**src/common/dmem_wb_macros.svh**
```systemverilog
// Bus width, byte lane, byte offset and request queue depth macros for the dmem Wishbone bridge
`ifndef DMEM_WB_MACROS_SVH
`define DMEM_WB_MACROS_SVH

// ---------------------------------------------------------------------------
// Bus geometry
// ---------------------------------------------------------------------------

// Data and address width of the Wishbone port
`define DMEM_WB_WIDTH 32

// Byte lanes on the data bus
`define DMEM_WB_SEL_WIDTH 4

// Address bits that pick a byte inside one word
`define DMEM_WB_OFFS_WIDTH 2

// ---------------------------------------------------------------------------
// Request path
// ---------------------------------------------------------------------------

// Entries in the request queue
`define DMEM_REQ_FIFO_DEPTH 2

`endif

```
**src/common/dmem_wb_pkg.sv**
```systemverilog
// Command, width and response enumerations, bus word and select types, queued request struct
`default_nettype none

`include "dmem_wb_macros.svh"

package dmem_wb_pkg;

    // ------------------------------------------------------------------------
    // Core side encodings
    // ------------------------------------------------------------------------

    // Direction of a core request
    typedef enum logic {
        MEM_CMD_RD = 1'b0,
        MEM_CMD_WR = 1'b1
    } mem_cmd_e;

    // Access size of a core request
    // Code 2'b11 is unused and treated as a word
    typedef enum logic [1:0] {
        MEM_WIDTH_BYTE  = 2'b00,
        MEM_WIDTH_HWORD = 2'b01,
        MEM_WIDTH_WORD  = 2'b10
    } mem_width_e;

    // Response reported back to the core
    typedef enum logic [1:0] {
        MEM_RESP_NOTRDY = 2'b00,
        MEM_RESP_RDY_OK = 2'b01,
        MEM_RESP_RDY_ER = 2'b10
    } mem_resp_e;

    // ------------------------------------------------------------------------
    // Bus side types
    // ------------------------------------------------------------------------

    // One data or address word
    typedef logic [`DMEM_WB_WIDTH-1:0] wb_word_t;

    // One select bit per byte lane
    typedef logic [`DMEM_WB_SEL_WIDTH-1:0] wb_sel_t;

    // Queued request, already in bus form
    typedef struct packed {
        // High for a write
        logic       we;
        // Access size, kept for the read alignment
        mem_width_e width;
        // Full byte address
        wb_word_t   addr;
        // Write data on its lanes
        wb_word_t   wdata;
        // Active byte lanes
        wb_sel_t    sel;
    } dmem_req_s;

endpackage

`default_nettype wire

```
**src/hw/req_path/dmem_req_pack.sv**
```systemverilog
// Request packer: write lane steering, byte select generation and write flag for one core request
`timescale 1ns/10ps
`default_nettype none

`include "dmem_wb_macros.svh"

module dmem_req_pack
    import dmem_wb_pkg::*;
(
    input  mem_cmd_e   cmd_i,
    input  mem_width_e width_i,
    input  wb_word_t   addr_i,
    input  wb_word_t   wdata_i,
    output dmem_req_s  entry_o
);

    // Byte position inside the addressed word
    logic [`DMEM_WB_OFFS_WIDTH-1:0] offs;
    // Bit position of the addressed byte
    logic [`DMEM_WB_OFFS_WIDTH+2:0] bit_offs;
    wb_word_t                       lane_data;
    wb_sel_t                        lane_sel;

    assign offs     = addr_i[`DMEM_WB_OFFS_WIDTH-1:0];
    assign bit_offs = {offs, 3'b000};

    // ------------------------------------------------------------------------
    // Lane steering
    // ------------------------------------------------------------------------

    always_comb begin
        case (width_i)
            MEM_WIDTH_BYTE: begin
                // Low byte moved up to its lane
                lane_data = wb_word_t'(wdata_i[7:0]) << bit_offs;
                lane_sel  = wb_sel_t'(1) << offs;
            end
            MEM_WIDTH_HWORD: begin
                // Offset bit 1 picks the upper or lower half
                if (offs[1]) begin
                    lane_data = {wdata_i[15:0], 16'h0000};
                    lane_sel  = 4'b1100;
                end else begin
                    lane_data = {16'h0000, wdata_i[15:0]};
                    lane_sel  = 4'b0011;
                end
            end
            default: begin
                // Word, and the unused code
                lane_data = wdata_i;
                lane_sel  = '1;
            end
        endcase
    end

    // ------------------------------------------------------------------------
    // Queue entry
    // ------------------------------------------------------------------------

    assign entry_o.we    = (cmd_i == MEM_CMD_WR);
    assign entry_o.width = width_i;
    // Address goes out unchanged, lanes carry the offset
    assign entry_o.addr  = addr_i;
    assign entry_o.wdata = lane_data;
    assign entry_o.sel   = lane_sel;

endmodule

`default_nettype wire

```
**src/hw/req_path/dmem_req_fifo.sv**
```systemverilog
// Request queue: circular buffer with read and write pointers, occupancy count, empty and full flags
`timescale 1ns/10ps
`default_nettype none

`include "dmem_wb_macros.svh"

module dmem_req_fifo
    import dmem_wb_pkg::*;
#(
    parameter int DEPTH = `DMEM_REQ_FIFO_DEPTH
) (
    input  wire logic clk,
    input  wire logic rst_n,
    input  wire logic push_i,
    input  dmem_req_s entry_i,
    input  wire logic pop_i,
    output dmem_req_s head_o,
    output logic      empty_o,
    output logic      full_o
);

    // Pointer keeps at least one bit for a single entry queue
    localparam int PTR_W = (DEPTH > 1) ? $clog2(DEPTH) : 1;
    // Count has to reach DEPTH itself
    localparam int CNT_W = $clog2(DEPTH + 1);

    dmem_req_s        mem [DEPTH];
    logic [PTR_W-1:0] wr_ptr;
    logic [PTR_W-1:0] rd_ptr;
    logic [CNT_W-1:0] count;
    logic             do_push;
    logic             do_pop;

    // Step a pointer, wrapping at the last slot
    function automatic logic [PTR_W-1:0] ptr_next(input logic [PTR_W-1:0] ptr);
        if (ptr == PTR_W'(DEPTH - 1)) begin
            return '0;
        end
        return ptr + 1'b1;
    endfunction

    // ------------------------------------------------------------------------
    // Flags and qualified handshakes
    // ------------------------------------------------------------------------

    assign empty_o = (count == '0);
    assign full_o  = (count == CNT_W'(DEPTH));

    assign do_push = push_i & ~full_o;
    assign do_pop  = pop_i & ~empty_o;

    // ------------------------------------------------------------------------
    // Pointers and count
    // ------------------------------------------------------------------------

    always_ff @(posedge clk) begin
        if (!rst_n) begin
            wr_ptr <= '0;
            rd_ptr <= '0;
            count  <= '0;
        end else begin
            if (do_push) begin
                wr_ptr <= ptr_next(wr_ptr);
            end
            if (do_pop) begin
                rd_ptr <= ptr_next(rd_ptr);
            end
            // Push and pop together leave the count alone
            case ({do_push, do_pop})
                2'b10:   count <= count + 1'b1;
                2'b01:   count <= count - 1'b1;
                default: count <= count;
            endcase
        end
    end

    // Storage
    always_ff @(posedge clk) begin
        if (do_push) begin
            mem[wr_ptr] <= entry_i;
        end
    end

    // Oldest entry, valid while not empty
    assign head_o = mem[rd_ptr];

endmodule

`default_nettype wire

```
**src/hw/dmem_resp_align.sv**
```systemverilog
// Response stage: registers the Wishbone completion, aligns read data and encodes the core response
`timescale 1ns/10ps
`default_nettype none

`include "dmem_wb_macros.svh"

module dmem_resp_align
    import dmem_wb_pkg::*;
(
    input  wire logic                           clk,
    input  wire logic                           rst_n,
    input  wire logic                           ack_i,
    input  wire logic                           err_i,
    input  wb_word_t                            rdata_i,
    input  mem_width_e                          head_width_i,
    input  wire logic [`DMEM_WB_OFFS_WIDTH-1:0] head_offs_i,
    output wb_word_t                            rdata_o,
    output mem_resp_e                           resp_o
);

    // Completion seen on the previous edge
    logic                           valid_q;
    logic                           err_q;
    wb_word_t                       rdata_q;
    // Size and position of the retired request
    mem_width_e                     width_q;
    logic [`DMEM_WB_OFFS_WIDTH-1:0] offs_q;
    wb_word_t                       shifted;

    // ------------------------------------------------------------------------
    // Completion capture
    // ------------------------------------------------------------------------

    always_ff @(posedge clk) begin
        if (!rst_n) begin
            valid_q <= 1'b0;
        end else begin
            // One cycle pulse per acknowledge
            valid_q <= ack_i;
        end
    end

    always_ff @(posedge clk) begin
        if (ack_i) begin
            err_q   <= err_i;
            rdata_q <= rdata_i;
            width_q <= head_width_i;
            offs_q  <= head_offs_i;
        end
    end

    // ------------------------------------------------------------------------
    // Read alignment
    // ------------------------------------------------------------------------

    // Addressed byte lane moved down to bit 0
    assign shifted = rdata_q >> {offs_q, 3'b000};

    always_comb begin
        case (width_q)
            MEM_WIDTH_BYTE:  rdata_o = {{(`DMEM_WB_WIDTH-8){1'b0}}, shifted[7:0]};
            MEM_WIDTH_HWORD: begin
                // Halfwords sit on offset 0 or 2
                if (offs_q[1]) begin
                    rdata_o = {{(`DMEM_WB_WIDTH-16){1'b0}}, rdata_q[31:16]};
                end else begin
                    rdata_o = {{(`DMEM_WB_WIDTH-16){1'b0}}, rdata_q[15:0]};
                end
            end
            default:         rdata_o = rdata_q;
        endcase
    end

    // Response code
    always_comb begin
        if (!valid_q) begin
            resp_o = MEM_RESP_NOTRDY;
        end else if (err_q) begin
            resp_o = MEM_RESP_RDY_ER;
        end else begin
            resp_o = MEM_RESP_RDY_OK;
        end
    end

endmodule

`default_nettype wire

```
**src/hw/dmem_wb_bridge.sv**
```systemverilog
// Top level of the data memory to Wishbone bridge: request packing, request queue, response stage
`timescale 1ns/10ps
`default_nettype none

`include "dmem_wb_macros.svh"

module dmem_wb_bridge
    import dmem_wb_pkg::*;
(
    input  wire logic       clk,
    input  wire logic       rst_n,

    // Core request side
    input  wire logic       dmem_req_i,
    input  mem_cmd_e        dmem_cmd_i,
    input  mem_width_e      dmem_width_i,
    input  wb_word_t        dmem_addr_i,
    input  wb_word_t        dmem_wdata_i,
    output logic            dmem_req_ack_o,

    // Core response side
    output wb_word_t        dmem_rdata_o,
    output mem_resp_e       dmem_resp_o,

    // Wishbone master port
    output logic            wbd_stb_o,
    output wb_word_t        wbd_adr_o,
    output logic            wbd_we_o,
    output wb_word_t        wbd_dat_o,
    output wb_sel_t         wbd_sel_o,
    input  wb_word_t        wbd_dat_i,
    input  wire logic       wbd_ack_i,
    input  wire logic       wbd_err_i
);

    // Entry built from the current core inputs
    dmem_req_s new_entry;
    // Oldest queued request, driving the bus
    dmem_req_s head;
    logic      fifo_empty;
    logic      fifo_full;

    // ------------------------------------------------------------------------
    // Request path
    // ------------------------------------------------------------------------

    dmem_req_pack i_req_pack (
        .cmd_i   (dmem_cmd_i),
        .width_i (dmem_width_i),
        .addr_i  (dmem_addr_i),
        .wdata_i (dmem_wdata_i),
        .entry_o (new_entry)
    );

    // Push and pop are qualified inside the queue
    dmem_req_fifo #(
        .DEPTH (`DMEM_REQ_FIFO_DEPTH)
    ) i_req_fifo (
        .clk     (clk),
        .rst_n   (rst_n),
        .push_i  (dmem_req_i),
        .entry_i (new_entry),
        .pop_i   (wbd_ack_i),
        .head_o  (head),
        .empty_o (fifo_empty),
        .full_o  (fifo_full)
    );

    // Core may hand over a request whenever there is room
    assign dmem_req_ack_o = ~fifo_full;

    // Head entry straight onto the bus
    assign wbd_stb_o = ~fifo_empty;
    assign wbd_adr_o = head.addr;
    assign wbd_we_o  = head.we;
    assign wbd_dat_o = head.wdata;
    assign wbd_sel_o = head.sel;

    // ------------------------------------------------------------------------
    // Response path
    // ------------------------------------------------------------------------

    dmem_resp_align i_resp_align (
        .clk          (clk),
        .rst_n        (rst_n),
        .ack_i        (wbd_ack_i),
        .err_i        (wbd_err_i),
        .rdata_i      (wbd_dat_i),
        .head_width_i (head.width),
        .head_offs_i  (head.addr[`DMEM_WB_OFFS_WIDTH-1:0]),
        .rdata_o      (dmem_rdata_o),
        .resp_o       (dmem_resp_o)
    );

endmodule

`default_nettype wire

```
**config.mk**
```make
export PLATFORM = sky130hd
export DESIGN_NAME = dmem_wb_bridge
export DESIGN_NICKNAME = d
export VERILOG_FILES = /design/src/common/dmem_wb_pkg.sv /design/src/hw/req_path/dmem_req_pack.sv /design/src/hw/req_path/dmem_req_fifo.sv /design/src/hw/dmem_resp_align.sv /design/src/hw/dmem_wb_bridge.sv
export VERILOG_INCLUDE_DIRS = /design/src /design/src/common
export SDC_FILE = /design/constraint.sdc
export NUM_CORES = 1
export LEC_CHECK = 0
export BUFFER_PORTS_ARGS = -buffer_cell sky130_fd_sc_hd__buf_2
export CORE_ASPECT_RATIO = 2
export CORE_MARGIN = 2
export CORE_UTILIZATION = 30
export DETAILED_ROUTE_END_ITERATION = 8
export SLEW_MARGIN = 20
export SYNTH_ARGS = -nofsm -noshare
export SYNTH_HDL_FRONTEND = slang
export SYNTH_HIERARCHICAL = 1
export SYNTH_SLANG_ARGS = --single-unit
```
**constraint.sdc**
```tcl
create_clock -name clk -period 3.8 [get_ports clk]
set_input_delay 0.38 -clock clk [delete_from_list [all_inputs] [get_ports clk]]
set_output_delay 0.38 -clock clk [all_outputs]
set_load 0.1 [all_outputs]
```
---- Word-level counts from Yosys, hierarchy flattened ----
Memory sizes are Yosys's and may differ from the RTL's. A register that Yosys moved wholly into a read port is not among the register bits.
Index checks and enable logic that the tools add are counted.
storage, ports and cells
  memory bits (writable) .................. 142
  memories kept ........................... 1
  logic and storage cells ................. 52
  bits in registers ....................... 42
  input bits .............................. 104
  output and inout port bits .............. 105
memories
  name            depth  bits a word  rd ports  clocked after memory_dff  write ports  RTL line             text
  i_req_fifo.mem  2      71           1         1                         1            dmem_req_fifo.sv:27  dmem_req_s mem [DEPTH];
cells by class
  bitwise operators ....................... 4
  eq/ne operators ......................... 5
  multiplexer cells ....................... 23
  reductions and logical operators ........ 4
  $add $sub $neg .......................... 4
  shift operators ......................... 3
operators by type and width
  kind                 number
  $pmux 32 s2          2
  $mux 32              1
  $shl 8x5->32         1
  $shr 32x5->8         1
  $mux 16              1
  $mux 1               14
  $pmux 4 s2           1
  $eq 2x1->1 const B   3
  $logic_not 2->1      3
  $eq 2x2->1 const B   2
  $mux 2               2
  $mux 4               1
  $pmux 2 s2           1
  $shl 1x2->4 const A  1
  $add 1x1->1 const B  2
  $add 2x1->2 const B  1
  $and 1x1->1          2
  $not 1->1            2
  $reduce_bool 2->1    1
  $sub 2x1->2 const B  1

---- Depth between registers and ports, before layout ----
  word-level depth ........................ 8
  mapped depth ............................ 6
  depth with buffers taken out ............ 6

---- By module ----
Netlist, hierarchy kept.
by module, submodules not included
  module           cells an instance  area each (um^2)  instances
  dmem_req_fifo    247                5340.1            1
  dmem_resp_align  109                1661.6            1
  dmem_req_pack    117                752.0             1
  dmem_wb_bridge   2                  7.5               1

---- Least setup slack after synthesis ----
Ideal clock, no wire load.
  path type ............................... register to output
  from .................................... register i_resp_align.width_q[1]
  to ...................................... output dmem_rdata_o[10]
  arrival time ............................ 2.899 ns
  slack ................................... 0.521 ns
  data required time ...................... 3.420 ns
  cell stages (with the launch flop) ...... 4
  buffers on the path ..................... 1
  cell sequence ........................... edfxtp_1 > buf_2 > or2b_1 > o21ai_0
between the ends
  longest elaborated chain between the ends .. 2
  elaborated cells between the ends (all ways) .. 3
ends and longest elaborated chain
  element                                        RTL line               text
  start: declaration                             dmem_resp_align.sv:26  mem_width_e width_q;
  start signal: assignment                       dmem_resp_align.sv:47  width_q <= head_width_i;
  $eq 2x1->1 or $logic_not 2->1 (tied branches)  dmem_resp_align.sv:60  case (width_q)
  $pmux 32 s2 *                                  dmem_resp_align.sv:60
  end: declaration                               dmem_wb_bridge.sv:22   output wb_word_t dmem_rdata_o,
Mark *: on every way between the ends. The rest lies on a longest branch, timed or not.

---- Final worst setup path ----
  from .................................... register i_resp_align.offs_q[1]
  to ...................................... output dmem_rdata_o[3]
between the ends
  longest elaborated chain between the ends .. 2
  elaborated cells between the ends (all ways) .. 3
ends and longest elaborated chain
  element                                  RTL line                                      text
  start: declaration                       dmem_resp_align.sv:27                         logic [`DMEM_WB_OFFS_WIDTH-1:0] offs_q;
  start signal: assignment                 dmem_resp_align.sv:48                         offs_q <= head_offs_i;
  $shr 32x5->8 or $mux 16 (tied branches)  dmem_resp_align.sv:57, dmem_resp_align.sv:64
  $pmux 32 s2 *                            dmem_resp_align.sv:60
Marks and branches as above.

==> qor.txt <==
Diodes inserted -> 0
Post-synthesis sequential area ratio -> 70.8%
Vias in the first global route -> 4,786
Via count -> 4,496
H-tree levels -> 4
Root buf cell -> clkbuf_16
Arrival @ worst endpoint -> 2.52 ns
Die footprint -> 0.0273 mm^2
Total gr overflow -> 0
Reg2reg end -> i_req_fifo/mem[0][28]
Critical Path Start Type -> register
CTS tree -> done
Dominant cells by area after synthesis -> edfxtp_1 69%, mux2_2 10%, buf_4 3.6%
Post-CTS Setup Bufs -> 0
Iteration-0 DRC Markers -> 179
Core region area -> 0.0255 mm^2
R2R depth -> 5
FFs w/ async S/R, synth -> 0%
Max-Cap Viols -> 0
Critical Path End -> dmem_rdata_o[3]
CTS Buf Count -> 17
Register bit total from synthesis -> 185
Period Utilization, post-route -> 76.2%
Final RePlAce weighted congestion -> 0.838
LEAKAGE -> 3.65 nW
Placed cell area -> 0.00892 mm^2
Layout net count -> 758
Hold Path Class -> in2reg
DR top layer -> met4
Rel. slew slack -> 29.8%
FP Rows -> 83
Max VDD drop -> 0.379 mV
CP Class -> reg2out
Core Util, Final -> 37.2%
WL met3 -> 973 um
Total negative slack -> 0 ns
Yosys top cell area share -> 69.3%
Top cell type by total area after synthesis -> edfxtp_1
Vias/cell -> 4.47
Global Route Usage Sum -> 13.6%
CP Capture Type -> output pin
Largest net degree at the start of global routing -> 72
Hold violation count in the final report -> 0
Fillers -> 2,483
Resize count post-CTS -> 0
Status -> complete, no violations
Power Density -> 878 mW/mm^2
RSZ-0062 raised after global routing -> false
Maximum clock path buffer count -> 2
Hold_buf cts -> 0
Synth unique cells -> 38
Post-synth EDFFs -> 179
Worst r2r src -> i_req_fifo/count[0]
DP Cell Count -> 974
Area of the multi-input gates -> 0.00187 mm^2
Clk slew on worst S/H paths -> 0.07 ns
ANT nets after route -> 0
Starting density of the core -> 30.4%
Register area -> 0.00550 mm^2
IO buf count -> 208
Final non-filler cell total -> 1,006
Final WL -> 18,300 um
Post-Synthesis Cells -> 475
Crit path launch -> i_resp_align/offs_q[1]
Most common flop cell mapped by yosys -> edfxtp_1
Fin. max-slew vios -> 0
Residual DRC -> 0
Share of layout cells above drive strength 1 -> 51.2%
CP Data Required Time -> 3.42 ns
Fin Hold WS -> 0.116 ns
TritonRoute pass-1 iters -> 5
Warnings from Yosys -> 6
DP Wirelength -> 13,300 um
R2R setup slack -> 1.63 ns
Tmin final -> 2.90 ns
Clk_lat worst skew -> 0.44 ns
Post-synthesis average cell area -> 16.3 um^2
Layout area overhead -> 22.6%
Die Wd -> 118 um
Wire length on met2 -> 10,300 um
Routed length per placed instance -> 18.2 um
Final instance area -> 0.00951 mm^2
Worst clock skew -> 0.0106 ns
M1 WL -> 6440 um
Max Clock Freq -> 345 MHz
Post-Syn Area -> 0.00776 mm^2
Tightest Pin Transition -> 1.05 ns
Setup Viol. Count Final -> 0
Mapped Nets -> 580
CP Max Fanout -> 11
Initial antenna violation count -> 0
Die Span Y -> 231 um
First-pass GRT wire length -> 27,300 um
Top Ports -> 209
TritonCTS Sinks -> 185
[state kept, by name, summed over array words and instances, names as in the netlist, named ones only]
| register | cells |
|---|---|
| i_req_fifo/count | 2 |
| i_req_fifo/mem | 142 |
| i_req_fifo/rd_ptr | 1 |
| i_req_fifo/wr_ptr | 1 |
| i_resp_align/err_q | 1 |
| i_resp_align/offs_q | 2 |
| i_resp_align/rdata_q | 32 |
| i_resp_align/valid_q | 1 |
| i_resp_align/width_q | 2 |
[logic make-up (layout without fill, tap and decap cells)]
group / Yosys count / in the layout / synth area share [%]
adders and majority gates: 1 / 1 / 0.161
xor gates and xnor gates: 3 / 3 / 0.339
and+or+nand+nor: 92 / 92 / 6.69
muxes: 79 / 79 / 11.3
buffers and inverters: 61 / 252 / 5.13
AOI/OAI and AO/OA: 54 / 54 / 5.55
DFF: 185 / 185 / 70.8
[layout make-up]
cell class / count / area share [%]
flip-flops and latches: 185 / 57.8
repair buffers: 213 / 11.5
inverters: 7 / 0.289
clock buffers: 17 / 4.47
clock inverters: 15 / 1.80
multi-input cells: 229 / 19.7
well taps: 340 / 4.47
[synth_stat cells (all sizes together) (7+ instances only)]
library cell,count
nand3,8
a221o,8
mux2,71
o21ai,14
inv,7
nand2,29
edfxtp,179
mux2i,8
a22o,16
nor2,11
a22oi,8
nor2b,7
buf,51
and2,27
[worst max-delay path: stages, from the launching register on]
cell and delay (ns):
edfxtp_1 0.71, inv_2 0.13, nor3_2 0.55, a221o_1 0.26
buf_2 0.42
[worst min-delay path by stage]
stage	from	to	cells past startpoint
final	wbd_dat_i[8]	i_resp_align/rdata_q[8]	1
after CTS	wbd_dat_i[0]	i_resp_align/rdata_q[0]	1
after floorplan	i_req_fifo/wr_ptr	i_req_fifo/wr_ptr	2
after global placement	i_req_fifo/wr_ptr	i_req_fifo/wr_ptr	2
after global routing	wbd_dat_i[0]	i_resp_align/rdata_q[0]	1
after detailed placement	i_req_fifo/wr_ptr	i_req_fifo/wr_ptr	2
[routing by layer]
metal / global-route usage [%] / vias to the layer above
met5: 0 / -
met4: 6.51 / 0
met3: 3.79 / 32
met2: 26.2 / 175
met1: 13.1 / 2177
li1: - / 2112
[report_power, final]
group	total (mW)	switching (mW)	leakage (nW)	internal, mW
clock network	1.79	0.755	0.293	1.04
logic	3.82	3.12	1.61	0.698
registers	2.74	0.169	1.75	2.57
[placed cells by master (no fill, tap or decap), types with 2 or more instances in the layout]
cell and count:
buf_4 4, nor2b_2 2, xnor2_1 3, or3_1 2
a22oi_1 8, inv_1 3, buf_2 208, clkinv_2 6
clkbuf_16 17, nand3_1 8, inv_6 3, nand2_1 29
nor2b_1 5, nor2_2 8, mux2i_1 8, nor2_1 3
and2_1 27, inv_2 3, dfxtp_1 5, a22o_1 12
o21bai_1 3, edfxtp_1 179, a221o_1 8, a21boi_1 2
clkinvlp_4 2, a22o_2 4, bufinv_16 3, mux2_2 71
o21ai_0 14
[through the flow]
stage          total power, mW  worst slack (ns)
2_1_floorplan             6.03             0.521
3_5_place_dp              6.64              1.35
4_1_cts                   8.45             0.866
5_1_grt                   8.64             0.728
6_report                  8.35             0.904
3_3_place_gp              6.62              1.38
No activity file was read; power rests on OpenSTA's default activity.
